[config.mk]
export PLATFORM = sky130hd
export DESIGN_NAME = apb_uart
export DESIGN_NICKNAME = d
export VERILOG_FILES = /design/src/apb_pkg.sv /design/src/uart_pkg.sv /design/src/uart_regs.sv /design/src/baud_gen.sv /design/src/uart_tx.sv /design/src/uart_rx.sv /design/src/apb_uart.sv
export VERILOG_INCLUDE_DIRS = /design/src
export SDC_FILE = /design/constraint.sdc
export NUM_CORES = 1
export LEC_CHECK = 0
export BUFFER_PORTS_ARGS = -buffer_cell sky130_fd_sc_hd__buf_2
export CAP_MARGIN = 10
export CORE_MARGIN = 2
export CORE_UTILIZATION = 35
export DETAILED_ROUTE_END_ITERATION = 12
export PLACE_DENSITY = 0.64
export SYNTH_ARGS = -nofsm -noshare
export SYNTH_HDL_FRONTEND = slang
export SYNTH_SLANG_ARGS = --single-unit
[constraint.sdc]
create_clock -name PCLK -period 2.7 [get_ports PCLK]
set_input_delay 0.405 -clock PCLK [delete_from_list [all_inputs] [get_ports PCLK]]
set_output_delay 0.405 -clock PCLK [all_outputs]
set_load 0.05 [all_outputs]
[src/uart_macros.svh]
`ifndef UART_MACROS_SVH
`define UART_MACROS_SVH

// ------------------------------------------------
// Register map, APB word addresses PADDR[11:2]
// ------------------------------------------------
`define UART_ADDR_W      10

`define UART_ADDR_DATA   10'h000 // RX byte on read, TX byte on write
`define UART_ADDR_STAT   10'h001 // Overrun W1C, buffer full RO
`define UART_ADDR_CTRL   10'h002 // Enables
`define UART_ADDR_INTR   10'h003 // Interrupt status, W1C
`define UART_ADDR_BAUD   10'h004 // Integer baud divider

// ------------------------------------------------
// Datapath sizes
// ------------------------------------------------
`define UART_DATA_W      8  // 8N1 character
`define UART_BAUD_W      16 // Divider, minimum useful value 2
`define UART_OVERSAMPLE  16 // Ticks per bit

`endif

[src/apb_pkg.sv]
`include "uart_macros.svh"

package apb_pkg;

  // One request from the APB master as seen by the slave
  typedef struct packed {
    logic                    psel;    // Slave select
    logic                    penable; // Access phase
    logic                    pwrite;  // 1 write, 0 read
    logic [`UART_ADDR_W-1:0] paddr;   // Word address
    logic [31:0]             pwdata;  // Write data
  } apb_req_t;

endpackage

[src/uart_pkg.sv]
package uart_pkg;

  // Control register, bit 5 down to bit 0
  typedef struct packed {
    logic rx_ovr_en; // RX overrun interrupt enable
    logic tx_ovr_en; // TX overrun interrupt enable
    logic rx_int_en; // RX interrupt enable
    logic tx_int_en; // TX interrupt enable
    logic rx_en;
    logic tx_en;
  } uart_ctrl_t;

  // Status register, bit 3 down to bit 0
  typedef struct packed {
    logic rx_ovr;  // Sticky, W1C
    logic tx_ovr;  // Sticky, W1C
    logic rx_full; // Read only
    logic tx_full; // Read only
  } uart_stat_t;

  // Interrupt status, also the four interrupt pins
  typedef struct packed {
    logic rx_ovr;
    logic tx_ovr;
    logic rx;
    logic tx;
  } uart_intr_t;

  // Transmitter strobes, one cycle each
  typedef struct packed {
    logic load;    // Buffer moved into shifter
    logic overrun; // Write hit a full buffer
  } tx_event_t;

  // Receiver strobes, one cycle each
  typedef struct packed {
    logic sample;  // Byte completed into buffer
    logic overrun; // Byte completed over an unread one
  } rx_event_t;

endpackage

[src/uart_regs.sv]
`include "uart_macros.svh"

module uart_regs (
  input  logic                    PCLK,
  input  logic                    PRESETn,
  input  apb_pkg::apb_req_t       apb_req_i,
  input  logic                    tx_full_i,
  input  uart_pkg::tx_event_t     tx_ev_i,
  input  logic                    rx_full_i,
  input  uart_pkg::rx_event_t     rx_ev_i,
  input  logic [`UART_DATA_W-1:0] rx_data_i,
  output logic [31:0]             prdata_o,
  output uart_pkg::uart_ctrl_t    ctrl_o,
  output logic                    tx_write_o,
  output logic [`UART_DATA_W-1:0] tx_data_o,
  output logic                    rx_read_o,
  output logic                    baud_load_o,
  output logic [`UART_BAUD_W-1:0] baud_div_o,
  output uart_pkg::uart_intr_t    intr_o,
  output logic                    uart_int_o
);

  logic                 wr_setup;   // First cycle of a write
  logic                 rd_setup;   // First cycle of a read
  logic                 rd_access;  // Second cycle of a read
  logic                 wr_stat;
  logic                 wr_ctrl;
  logic                 wr_intr;
  logic                 rx_ovr_q;
  logic                 tx_ovr_q;
  logic                 rx_int_q;
  logic                 tx_int_q;
  logic                 rx_ovr_clr;
  logic                 tx_ovr_clr;
  logic                 rx_int_set;
  logic                 tx_int_set;
  uart_pkg::uart_stat_t stat;
  logic [31:0]          rd_mux;
  logic [31:0]          rd_q;       // Read value held for the access cycle

  // ------------------------------------------------
  // APB decode
  // ------------------------------------------------
  assign wr_setup  = apb_req_i.psel & ~apb_req_i.penable & apb_req_i.pwrite;
  assign rd_setup  = apb_req_i.psel & ~apb_req_i.penable & ~apb_req_i.pwrite;
  assign rd_access = apb_req_i.psel & apb_req_i.penable & ~apb_req_i.pwrite;

  assign tx_write_o  = wr_setup & (apb_req_i.paddr == `UART_ADDR_DATA);
  assign wr_stat     = wr_setup & (apb_req_i.paddr == `UART_ADDR_STAT);
  assign wr_ctrl     = wr_setup & (apb_req_i.paddr == `UART_ADDR_CTRL);
  assign wr_intr     = wr_setup & (apb_req_i.paddr == `UART_ADDR_INTR);
  assign baud_load_o = wr_setup & (apb_req_i.paddr == `UART_ADDR_BAUD);
  assign rx_read_o   = rd_setup & (apb_req_i.paddr == `UART_ADDR_DATA); // Pops RX buffer

  assign tx_data_o = apb_req_i.pwdata[`UART_DATA_W-1:0]; // Valid with tx_write_o

  // Control and divider
  always_ff @(posedge PCLK or negedge PRESETn)
  begin
    if (!PRESETn)
    begin
      ctrl_o     <= '0;
      baud_div_o <= '0;
    end
    else
    begin
      if (wr_ctrl)
        ctrl_o <= apb_req_i.pwdata[$bits(uart_pkg::uart_ctrl_t)-1:0];
      if (baud_load_o)
        baud_div_o <= apb_req_i.pwdata[`UART_BAUD_W-1:0];
    end
  end

  // ------------------------------------------------
  // Overrun and interrupt flags
  // ------------------------------------------------
  // Overruns clear from either STAT or INTR
  assign rx_ovr_clr = (wr_stat | wr_intr) & apb_req_i.pwdata[3];
  assign tx_ovr_clr = (wr_stat | wr_intr) & apb_req_i.pwdata[2];

  assign rx_int_set = ctrl_o.rx_int_en & rx_ev_i.sample;
  assign tx_int_set = ctrl_o.tx_int_en & ctrl_o.tx_en & tx_ev_i.load; // Buffer freed

  always_ff @(posedge PCLK or negedge PRESETn)
  begin
    if (!PRESETn)
    begin
      rx_ovr_q <= 1'b0;
      tx_ovr_q <= 1'b0;
      rx_int_q <= 1'b0;
      tx_int_q <= 1'b0;
    end
    else
    begin
      // Set beats clear in the same cycle
      if (rx_ev_i.overrun)
        rx_ovr_q <= 1'b1;
      else if (rx_ovr_clr)
        rx_ovr_q <= 1'b0;
      if (tx_ev_i.overrun)
        tx_ovr_q <= 1'b1;
      else if (tx_ovr_clr)
        tx_ovr_q <= 1'b0;
      if (rx_int_set)
        rx_int_q <= 1'b1;
      else if (wr_intr && apb_req_i.pwdata[1])
        rx_int_q <= 1'b0;
      if (tx_int_set)
        tx_int_q <= 1'b1;
      else if (wr_intr && apb_req_i.pwdata[0])
        tx_int_q <= 1'b0;
    end
  end

  // Overrun interrupts are the sticky flags masked by their enables
  assign intr_o = '{rx_ovr: rx_ovr_q & ctrl_o.rx_ovr_en,
                    tx_ovr: tx_ovr_q & ctrl_o.tx_ovr_en,
                    rx:     rx_int_q,
                    tx:     tx_int_q};
  assign uart_int_o = |intr_o;

  assign stat = '{rx_ovr: rx_ovr_q, tx_ovr: tx_ovr_q, rx_full: rx_full_i, tx_full: tx_full_i};

  // ------------------------------------------------
  // Read path
  // ------------------------------------------------
  always_comb
  begin
    rd_mux = '0; // Zero extend, unused addresses read zero
    case (apb_req_i.paddr)
      `UART_ADDR_DATA: rd_mux[`UART_DATA_W-1:0] = rx_data_i;
      `UART_ADDR_STAT: rd_mux[$bits(uart_pkg::uart_stat_t)-1:0] = stat;
      `UART_ADDR_CTRL: rd_mux[$bits(uart_pkg::uart_ctrl_t)-1:0] = ctrl_o;
      `UART_ADDR_INTR: rd_mux[$bits(uart_pkg::uart_intr_t)-1:0] = intr_o;
      `UART_ADDR_BAUD: rd_mux[`UART_BAUD_W-1:0] = baud_div_o;
      default:         rd_mux = '0;
    endcase
  end

  // Latched at the end of the setup cycle
  always_ff @(posedge PCLK)
  begin
    if (rd_setup)
      rd_q <= rd_mux;
  end

  assign prdata_o = rd_access ? rd_q : '0;

  // Data writes and divider loads reach different blocks, never in one cycle
  a_no_write_load_overlap: assert property (@(posedge PCLK) disable iff (!PRESETn)
    !(tx_write_o && baud_load_o));

endmodule

[src/baud_gen.sv]
`include "uart_macros.svh"

module baud_gen (
  input  logic                    PCLK,
  input  logic                    PRESETn,
  input  uart_pkg::uart_ctrl_t    ctrl_i,
  input  logic                    baud_load_i,
  input  logic [`UART_BAUD_W-1:0] baud_div_i,
  output logic                    tick_o
);

  logic                    cnt_en;  // Any direction enabled
  logic                    load_q;  // Divider register updated last cycle
  logic                    reload;
  logic [`UART_BAUD_W-1:0] cnt_q;

  assign cnt_en = ctrl_i.tx_en | ctrl_i.rx_en;
  assign reload = cnt_en & (cnt_q[`UART_BAUD_W-1:1] == '0); // At one, or zero after reset

  always_ff @(posedge PCLK or negedge PRESETn)
  begin
    if (!PRESETn)
    begin
      load_q <= 1'b0;
      cnt_q  <= '0;
      tick_o <= 1'b0;
    end
    else
    begin
      load_q <= baud_load_i;
      if (load_q || reload)
        cnt_q <= baud_div_i;     // New value is in the register by now
      else if (cnt_en)
        cnt_q <= cnt_q - 1'b1;
      tick_o <= reload;          // One PCLK wide
    end
  end

  // Also catches a divider programmed below two
  a_tick_single: assert property (@(posedge PCLK) disable iff (!PRESETn)
    tick_o |=> !tick_o);

endmodule

[src/uart_tx.sv]
`include "uart_macros.svh"

module uart_tx (
  input  logic                    PCLK,
  input  logic                    PRESETn,
  input  uart_pkg::uart_ctrl_t    ctrl_i,
  input  logic                    tick_i,
  input  logic                    tx_write_i,
  input  logic [`UART_DATA_W-1:0] tx_data_i,
  output logic                    txd_o,
  output logic                    tx_full_o,
  output uart_pkg::tx_event_t     tx_ev_o
);

  localparam int CNT_W = $clog2(`UART_OVERSAMPLE);

  localparam logic [3:0] ST_IDLE  = 4'd0;
  localparam logic [3:0] ST_WAIT  = 4'd1;  // Align to next tick
  localparam logic [3:0] ST_START = 4'd2;
  localparam logic [3:0] ST_D0    = 4'd3;  // D0 to D7 are 3 to 10
  localparam logic [3:0] ST_D7    = 4'd10;
  localparam logic [3:0] ST_STOP  = 4'd11;

  logic [`UART_DATA_W-1:0] buf_q;      // Holding buffer
  logic [`UART_DATA_W-1:0] shift_q;
  logic [3:0]              state_q;
  logic [3:0]              state_d;
  logic [CNT_W-1:0]        tick_cnt_q;
  logic                    bit_done;   // Last tick of a bit
  logic                    take;       // Buffer into shifter
  logic                    txd_d;

  assign bit_done = tick_i & (tick_cnt_q == CNT_W'(`UART_OVERSAMPLE - 1));
  assign take = tx_full_o & ctrl_i.tx_en &
                ((state_q == ST_IDLE) | ((state_q == ST_STOP) & bit_done));

  // ------------------------------------------------
  // Holding buffer
  // ------------------------------------------------
  always_ff @(posedge PCLK)
  begin
    if (tx_write_i)
      buf_q <= tx_data_i;
  end

  always_ff @(posedge PCLK or negedge PRESETn)
  begin
    if (!PRESETn)
      tx_full_o <= 1'b0;
    else if (tx_write_i)
      tx_full_o <= 1'b1;
    else if (take)
      tx_full_o <= 1'b0;
  end

  assign tx_ev_o = '{load: take, overrun: tx_write_i & tx_full_o & ~take};

  // ------------------------------------------------
  // Frame FSM
  // ------------------------------------------------
  always_comb
  begin
    state_d = state_q;
    case (state_q)
      ST_IDLE:
        if (take)
          state_d = ST_WAIT;
      ST_WAIT:
        if (tick_i)
          state_d = ST_START;
      ST_STOP:
        if (bit_done)
          state_d = take ? ST_START : ST_IDLE; // Back to back frames
      default:
        if (state_q > ST_STOP)
          state_d = ST_IDLE;
        else if (bit_done)
          state_d = state_q + 4'd1;
    endcase
  end

  always_ff @(posedge PCLK or negedge PRESETn)
  begin
    if (!PRESETn)
    begin
      state_q    <= ST_IDLE;
      tick_cnt_q <= '0;
      txd_o      <= 1'b1;
    end
    else
    begin
      state_q <= state_d;
      if (tick_i)
        tick_cnt_q <= (state_q == ST_WAIT) ? '0 : tick_cnt_q + 1'b1;
      txd_o <= txd_d;
    end
  end

  // Shifter, LSB first, ones behind the data give the stop bit
  always_ff @(posedge PCLK)
  begin
    if (take)
      shift_q <= buf_q;
    else if (bit_done && state_q >= ST_D0 && state_q <= ST_D7)
      shift_q <= {1'b1, shift_q[`UART_DATA_W-1:1]};
  end

  assign txd_d = (state_q == ST_START) ? 1'b0 :
                 (state_q > ST_START)  ? shift_q[0] : 1'b1; // Idle high

  a_tx_state_legal: assert property (@(posedge PCLK) disable iff (!PRESETn)
    state_q <= ST_STOP);

endmodule

[src/uart_rx.sv]
`include "uart_macros.svh"

module uart_rx (
  input  logic                    PCLK,
  input  logic                    PRESETn,
  input  uart_pkg::uart_ctrl_t    ctrl_i,
  input  logic                    tick_i,
  input  logic                    rx_read_i,
  input  logic                    rxd_i,
  output logic [`UART_DATA_W-1:0] rx_data_o,
  output logic                    rx_full_o,
  output uart_pkg::rx_event_t     rx_ev_o
);

  localparam int CNT_W = $clog2(`UART_OVERSAMPLE);

  localparam logic [3:0] ST_IDLE  = 4'd0;
  localparam logic [3:0] ST_START = 4'd1;  // Up to middle of start bit
  localparam logic [3:0] ST_D7    = 4'd9;  // D0 to D7 are 2 to 9
  localparam logic [3:0] ST_STOP  = 4'd10;

  logic                    rxd_sync1;
  logic                    rxd_sync2;
  logic [2:0]              filt_q;     // Last three tick samples
  logic                    rx_bit;     // Majority vote
  logic [3:0]              state_q;
  logic [3:0]              state_d;
  logic [CNT_W-1:0]        tick_cnt_q;
  logic                    start_det;
  logic                    bit_done;   // Middle of a bit
  logic                    sample;     // Byte complete
  logic [`UART_DATA_W-2:0] shift_q;    // D0 to D6, last bit joins on sample

  // ------------------------------------------------
  // Synchronizer and filter
  // ------------------------------------------------
  always_ff @(posedge PCLK or negedge PRESETn)
  begin
    if (!PRESETn)
    begin
      rxd_sync1 <= 1'b1;
      rxd_sync2 <= 1'b1;
      filt_q    <= 3'b111;
    end
    else
    begin
      if (ctrl_i.rx_en) // Frozen while RX is off
      begin
        rxd_sync1 <= rxd_i;
        rxd_sync2 <= rxd_sync1;
      end
      if (tick_i)
        filt_q <= {filt_q[1:0], rxd_sync2};
    end
  end

  assign rx_bit = (filt_q[0] & filt_q[1]) | (filt_q[1] & filt_q[2]) | (filt_q[0] & filt_q[2]);

  // ------------------------------------------------
  // Frame FSM
  // ------------------------------------------------
  assign start_det = (state_q == ST_IDLE) & ~rx_bit & ctrl_i.rx_en;
  assign bit_done  = tick_i & (tick_cnt_q == CNT_W'(`UART_OVERSAMPLE - 1));
  assign sample    = (state_q == ST_D7) & bit_done;

  always_comb
  begin
    state_d = state_q;
    case (state_q)
      ST_IDLE:
        if (start_det)
          state_d = ST_START;
      ST_STOP:
        if (bit_done)
          state_d = ST_IDLE;
      default:
        if (state_q > ST_STOP)
          state_d = ST_IDLE;
        else if (bit_done)
          state_d = state_q + 4'd1;
    endcase
  end

  always_ff @(posedge PCLK or negedge PRESETn)
  begin
    if (!PRESETn)
    begin
      state_q    <= ST_IDLE;
      tick_cnt_q <= '0;
      rx_data_o  <= '0;
      rx_full_o  <= 1'b0;
    end
    else
    begin
      state_q <= state_d;
      if (start_det)
        tick_cnt_q <= CNT_W'(`UART_OVERSAMPLE / 2); // Half a bit to the middle
      else if (tick_i)
        tick_cnt_q <= tick_cnt_q + 1'b1;
      if (sample)
        rx_data_o <= {rx_bit, shift_q};
      if (sample)
        rx_full_o <= 1'b1;
      else if (rx_read_i)
        rx_full_o <= 1'b0;
    end
  end

  // Start bit shifts in first and drops out the bottom
  always_ff @(posedge PCLK)
  begin
    if (bit_done && state_q != ST_IDLE)
      shift_q <= {rx_bit, shift_q[`UART_DATA_W-2:1]};
  end

  assign rx_ev_o = '{sample: sample, overrun: sample & rx_full_o & ~rx_read_i};

endmodule

[src/apb_uart.sv]
`include "uart_macros.svh"

module apb_uart (
  input  logic        PCLK,
  input  logic        PRESETn,
  input  logic        PSEL,
  input  logic        PENABLE,
  input  logic        PWRITE,
  input  logic [11:2] PADDR,    // Word address
  input  logic [31:0] PWDATA,
  output logic [31:0] PRDATA,
  input  logic        RXD,
  output logic        TXD,
  output logic        TXEN,
  output logic        BAUDTICK, // x16 tick
  output logic        TXINT,
  output logic        RXINT,
  output logic        TXOVRINT,
  output logic        RXOVRINT,
  output logic        UARTINT
);

  apb_pkg::apb_req_t       apb_req;
  uart_pkg::uart_ctrl_t    ctrl;
  uart_pkg::uart_intr_t    intr;
  uart_pkg::tx_event_t     tx_ev;
  uart_pkg::rx_event_t     rx_ev;
  logic                    tx_write;
  logic                    rx_read;
  logic                    baud_load;
  logic                    tick;
  logic                    tx_full;
  logic                    rx_full;
  logic [`UART_DATA_W-1:0] tx_data;
  logic [`UART_DATA_W-1:0] rx_data;
  logic [`UART_BAUD_W-1:0] baud_div;

  assign apb_req = '{psel: PSEL, penable: PENABLE, pwrite: PWRITE, paddr: PADDR, pwdata: PWDATA};

  uart_regs u_regs (
    .PCLK        (PCLK),
    .PRESETn     (PRESETn),
    .apb_req_i   (apb_req),
    .tx_full_i   (tx_full),
    .tx_ev_i     (tx_ev),
    .rx_full_i   (rx_full),
    .rx_ev_i     (rx_ev),
    .rx_data_i   (rx_data),
    .prdata_o    (PRDATA),
    .ctrl_o      (ctrl),
    .tx_write_o  (tx_write),
    .tx_data_o   (tx_data),
    .rx_read_o   (rx_read),
    .baud_load_o (baud_load),
    .baud_div_o  (baud_div),
    .intr_o      (intr),
    .uart_int_o  (UARTINT)
  );

  baud_gen u_baud (
    .PCLK        (PCLK),
    .PRESETn     (PRESETn),
    .ctrl_i      (ctrl),
    .baud_load_i (baud_load),
    .baud_div_i  (baud_div),
    .tick_o      (tick)
  );

  uart_tx u_tx (
    .PCLK       (PCLK),
    .PRESETn    (PRESETn),
    .ctrl_i     (ctrl),
    .tick_i     (tick),
    .tx_write_i (tx_write),
    .tx_data_i  (tx_data),
    .txd_o      (TXD),
    .tx_full_o  (tx_full),
    .tx_ev_o    (tx_ev)
  );

  uart_rx u_rx (
    .PCLK      (PCLK),
    .PRESETn   (PRESETn),
    .ctrl_i    (ctrl),
    .tick_i    (tick),
    .rx_read_i (rx_read),
    .rxd_i     (RXD),
    .rx_data_o (rx_data),
    .rx_full_o (rx_full),
    .rx_ev_o   (rx_ev)
  );

  // Pins
  assign TXEN     = ctrl.tx_en;
  assign BAUDTICK = tick;
  assign TXINT    = intr.tx;
  assign RXINT    = intr.rx;
  assign TXOVRINT = intr.tx_ovr;
  assign RXOVRINT = intr.rx_ovr;

endmodule

; ---- Yosys cells after proc, flatten, opt, wreduce, memory -nomap -nowiden
; Cells that the tools add are included.
[totals]
out_inout_bits = 40
regBits = 115
in_bits = 48
[classes]
eq_ne = 16
n_bitwise = 44
addsub = 5
n_lt_le_gt_ge = 5
muxes = 37
n_reduce_logical = 25
[ops]
columns = cell, count
row1 = $mux W16, 3
row2 = $mux W4, 12
row3 = $and A1 B1 Y1, 34
row4 = $eq A10 B2 Y1 const B, 2
row5 = $eq A4 B4 Y1 const B, 5
row6 = $pmux W4 S5, 1
row7 = $reduce_bool A2 Y1, 9
row8 = $add A4 B1 Y4 const B, 4
row9 = $mux W8, 2
row10 = $sub A16 B1 Y16 const B, 1
row11 = $logic_not A15 Y1, 1
row12 = $mux W1, 14
row13 = $pmux W4 S3, 1
row14 = $eq A10 B1 Y1 const B, 1
row15 = $eq A10 B3 Y1 const B, 1
row16 = $logic_not A10 Y1, 1
row17 = $gt A4 B4 Y1 const B, 2
row18 = $logic_not A4 Y1, 2
row19 = $ne A2 B1 Y1 const B, 4
row20 = $pmux W4 S2, 1
row21 = $reduce_bool A4 Y1, 2
row22 = $pmux W2 S3, 1
row23 = $logic_and A1 B1 Y1, 5
row24 = $not A1 Y1, 5
row25 = other kinds (14), 18

; ---- Longest topological paths before layout
[logic_depth]
ltp_word = 8
mapped_depth = 7

; ---- Modules after synthesis
; Synthesis repeated with hierarchy kept, for this count alone.
[unflattened]
cells_unflattened = 502
area_unflattened_um2 = 5943.2
[modules_own_cells]
columns = module, n_inst, cells_per_inst, area_per_inst_um2
row1 = uart_regs, 1, 193, 2242.2
row2 = uart_rx, 1, 99, 1348.8
row3 = uart_tx, 1, 104, 1316.3
row4 = baud_gen, 1, 106, 1036.0

; ---- Worst setup path before layout
; OpenSTA, ideal clock, no wires.
[synth_path]
path_type = input -> register
from = in PADDR[7] (netlist bit)
to = reg u_tx.buf_q[0], enable pin
t_arrival_ns = 2.317
path_stages = 4
slack_ns = -0.017
setup_time_ns = 0.400
cell_sequence = or4_1 or2_1 buf_6 nor4_1
[synth_between]
elab_chain_len = 2
[synth_lines]
columns = item, line
row1 = start: declaration, apb_uart.sv:9  ; input logic [11:2] PADDR,
row2 = $logic_not A10 Y1 (no line), -
row3 = $and A1 B1 Y1, uart_regs.sv:48  ; assign tx_write_o = wr_setup & (apb_req_i.paddr == `UART_ADDR_DATA);
row4 = named net tx_write, apb_uart.sv:28  ; logic tx_write;
row5 = end signal: assignment, uart_tx.sv:43  ; buf_q <= tx_data_i;
row6 = end: declaration, uart_tx.sv:24  ; logic [`UART_DATA_W-1:0] buf_q;
; The timed path passes the listed nets, and every way through them passes these cells.
; A chain may end at the register's enable or synchronous reset.

; ---- Worst setup path in the final report
[layout_path]
from = reg u_tx.state_q[0]
to = reg u_tx.shift_q[6], enable pin
[layout_between]
elab_chain_len = 5
word_cells_on_any_way = 10
cone_classes = 2 x order compare / 1 x eq/ne / 3 x bitwise / 4 x reduce/logical
[layout_lines]
columns = item, line
row1 = start: declaration, uart_tx.sv:26  ; logic [3:0] state_q;
row2 = start signal: assignment, uart_tx.sv:92  ; state_q <= state_d;
row3 = $eq A4 B4 Y1, uart_tx.sv:35  ; ((state_q == ST_IDLE) | ((state_q == ST_STOP) & bit_done));
row4 = $and A1 B1 Y1, uart_tx.sv:35
row5 = $or A1 B1 Y1, uart_tx.sv:35
row6 = $and A1 B1 Y1, uart_tx.sv:34  ; assign take = tx_full_o & ctrl_i.tx_en &
row7 = $reduce_bool A2 Y1 (no line) (*), -
row8 = end signal: assignment, uart_tx.sv:103  ; shift_q <= buf_q;
row9 = end signal: assignment, uart_tx.sv:105  ; shift_q <= {1'b1, shift_q[`UART_DATA_W-1:1]};
row10 = end: declaration, uart_tx.sv:25  ; logic [`UART_DATA_W-1:0] shift_q;
; Every way passes the cells marked *; elsewhere a longest branch is shown, timed or not.

==> impl_results.md <==
* Netlist cell types at 58
* Filler instances at 1,410
* Fmax at 453 MHz
* Leakage at 0.00306 uW
* Startpoint types: register
* Worst Tran Pin Value at 990 ps
* DR DRC count at 0
* Clock Skew at 6.70 ps
* Cells on worst reg2reg path at 7
* Vias/cell at 4.97
* Fin nets at 601
* CTS tree: built
* GRT Util Overall at 0.150
* Pre-antenna DRT Iters at 5
* Avg Inst Size Synth at 11.8 um2
* Setup Viol. Count Final at 0
* CP endpoint kind: register
* Routed Antenna Nets at 0
* Post CTS Setup Buffer Count at 0
* Clk buf depth at 2
* Die width at 129 um
* Pwr/cell area at 783 nW/um2
* Layout cells sized above 1 at 0.277
* Yosys warns at 0
* CTS Hold Bufs at 0
* Setup crit start: u_tx.state_q[0]$_DFFE_PN0P_
* Die Footprint at 16,800 um2
* Util after Layout at 0.437
* Max-slew violations at 0
* Starting density of the core at 0.360
* FF+latch count, synth at 115
* DR vias at 3,807
* Syn Inst Count at 467
* Vias in the first global route at 3,906
* Critical path required time at 2760 ps
* Max cap viols at 0
* Fin. Hold Viols at 0
* Worst path max stage delay at 420 ps
* Setup TNS at 0 ps
* Overflow after GRT at 0
* CP Class: register to register
* Worst R2R Start: u_tx.state_q[0]$_DFFE_PN0P_
* Switching share of power at 0.256
* First-pass GRT wire length at 19,500 um
* Area grow syn2layout at 21.3%
* Antenna Diode Count at 0
* Seq/Total Area, Yosys at 0.559
* Period minus WS final at 2210 ps
* Critical Path Sink: u_tx.shift_q[6]$_DFFE_PP_
* NetSw at 1340 uW
* Unrepaired setup endpoints after global routing: false
* Peak supply drop at 0.394 mV
* Clock Root Buffer: clkbuf_16
* Worst rel slew slack at 0.340
* DP HPWL at 8600 um
* Maximum fanout along the worst path at 12
* Top Ports at 88
* Most frequent cells in the layout: dfrtp_1 (70), buf_2 (54), edfxtp_1 (39), mux2_2 (37), nand2_1 (36)
* Hold Crit Class: primary input to asynchronous set/reset pin
* R2R Setup Slk at 490 ps
* Status: completed
* CTS buffer count at 17
* Critical path depth at 7
* Internal at 3900 uW
* H-tree depth at 4
* Most common cell after layout, fill and taps aside: dfrtp_1
* Cell family with most CP delay: flip-flops
* Comb pwr share at 0.149
* Initial antenna violation count at 0
* Worst Path Buf+Inv at 2
* Area of the multi-input gates at 2240 um2
* Crit path DAT at 2270 ps
* Synth Cell Area at 5510 um2
* Die height at 129 um
* Clock power share at 0.458
* Worst skew pair latency at 410 ps
* Routed len/inst at 15.6 um
* Total Wirelength at 11,900 um
* Slowest CP cell: dfrtp_1
* Clock slew at reported path FFs at 50 ps
* Row count at 45
* CP Cell Sequence: inv_1 -> ha_1 -> nor2b_1 -> a31oi_1 -> nor3_1 -> buf_4 -> a21o_1
* Placer Congestion at 0.826
* Post-CTS sizing at 0
* Largest net degree at the start of global routing at 77
* Ys async rst share at 0.661
* Top FF cell, synth: dfrtp_1
* Post-synth EDFFs at 39
* Input/output buffers at 55
* Total chip power at 5240 uW
* Reg2Reg Capture Point: u_tx.shift_q[6]$_DFFE_PP_
* DRT iter0 DRCs at 325
* Core area at 15,300 um2
* Flop pwr share at 0.393
* Crit share post-route at 0.817
* Clock sinks at 115
* Storage element area at 3080 um2
==> cells by family after synthesis <==
kind of cell	Yosys count	share of synthesized area
simple gates	156	0.151
flops	115	0.559
compound gates	67	0.0813
mux	52	0.108
buf+inv	48	0.0481
xor+xnor	16	0.0254
fa+ha+maj	12	0.0268
other cells	1	0.000680
==> power groups by stage <==
stage               clock [uW]  sequential, uW  combinational (uW)
finish                    2400            2060                 780
global route              2520            2080                 881
CTS                       2440            2060                 785
detailed placement           0            2080                 776
global placement             0            2080                 747
floorplan                    0            2090                 582
==> Yosys cell counts, types with 3 or more instances <==
master,n,area (um2)
a22oi_1,4,30.0
a31oi_1,3,18.8
a22o_1,4,35.0
nor2_1,33,124
nand3_1,9,45.0
o31ai_1,3,22.5
nor3_1,11,55.1
o21ai_0,10,50.1
buf_6,3,33.8
o22ai_1,3,18.8
edfxtp_1,39,1170
mux2_4,6,90.1
buf_4,16,120
a21oi_1,22,110
dfstp_2,6,158
dfrtp_1,70,1750
mux2i_1,9,90.1
ha_1,11,138
xor2_1,10,87.6
nor2b_1,5,31.3
nand2_1,36,135
nor4_1,6,37.5
nor3b_1,3,22.5
nand2b_1,7,43.8
clkbuf_1,9,33.8
mux2_2,37,417
xnor2_1,6,52.6
or4_1,4,30.0
inv_1,17,63.8
nand4_1,3,18.8
and2_1,26,163
==> sequential cells by signal, indices dropped and copies added (netlist names), 3 cells and up <==
name,flops
u_rx.tick_cnt_q,4
u_rx.rx_data_o,8
u_rx.filt_q,3
u_tx.state_q,4
u_rx.state_q,4
u_baud.cnt_q,16
u_tx.shift_q,8
u_regs.ctrl_o,6
u_tx.buf_q,8
u_rx.shift_q,7
u_regs.baud_div_o,16
u_tx.tick_cnt_q,4
u_regs.rd_q,16
==> worst min-delay path by stage <==
stage / end / slack, ps / cells after the start
final: u_regs.baud_div_o[8]$_DFFE_PN0P_ / 160 / 1
after global routing: u_tx.buf_q[7]$_DFFE_PP_ / 180 / 1
after CTS: u_tx.buf_q[6]$_DFFE_PP_ / 180 / 1
after detailed placement: u_rx.shift_q[2]$_DFFE_PP_ / 440 / 0
after global placement: u_rx.shift_q[0]$_DFFE_PP_ / 440 / 0
after floorplan: u_baud.cnt_q[0]$_DFFE_PN0P_ / 110 / 0
==> layer usage <==
| metal | track usage | part of all wire |
|---|---|---|
| met3 | 0.0355 | 0.047 |
| met4 | 0.0595 | 0.020 |
| met2 | 0.257 | 0.50 |
| met5 | 0 | 0 |
| met1 | 0.185 | 0.44 |
==> metrics by stage <==
step	worst slack, ps	area [um2]	cells	hold WS [ps]
2_1_floorplan	305	5570	482	109
3_3_place_gp	184	6050	734	436
3_5_place_dp	166	6050	734	445
4_1_cts	485	6690	766	179
5_1_grt	342	6690	766	183
6_report	494	6690	766	163
==> area by class of cell <==
type | count | share of cell area
Clock inverter | 11 | 0.0273
Inverter | 17 | 0.00954
Clock buffer | 21 | 0.0674
Tap cell | 211 | 0.0395
Timing Repair Buffer | 72 | 0.0606
Multi-Input combinational cell | 319 | 0.335
Sequential cell | 115 | 0.461
Power figures use the tool's default switching activity.
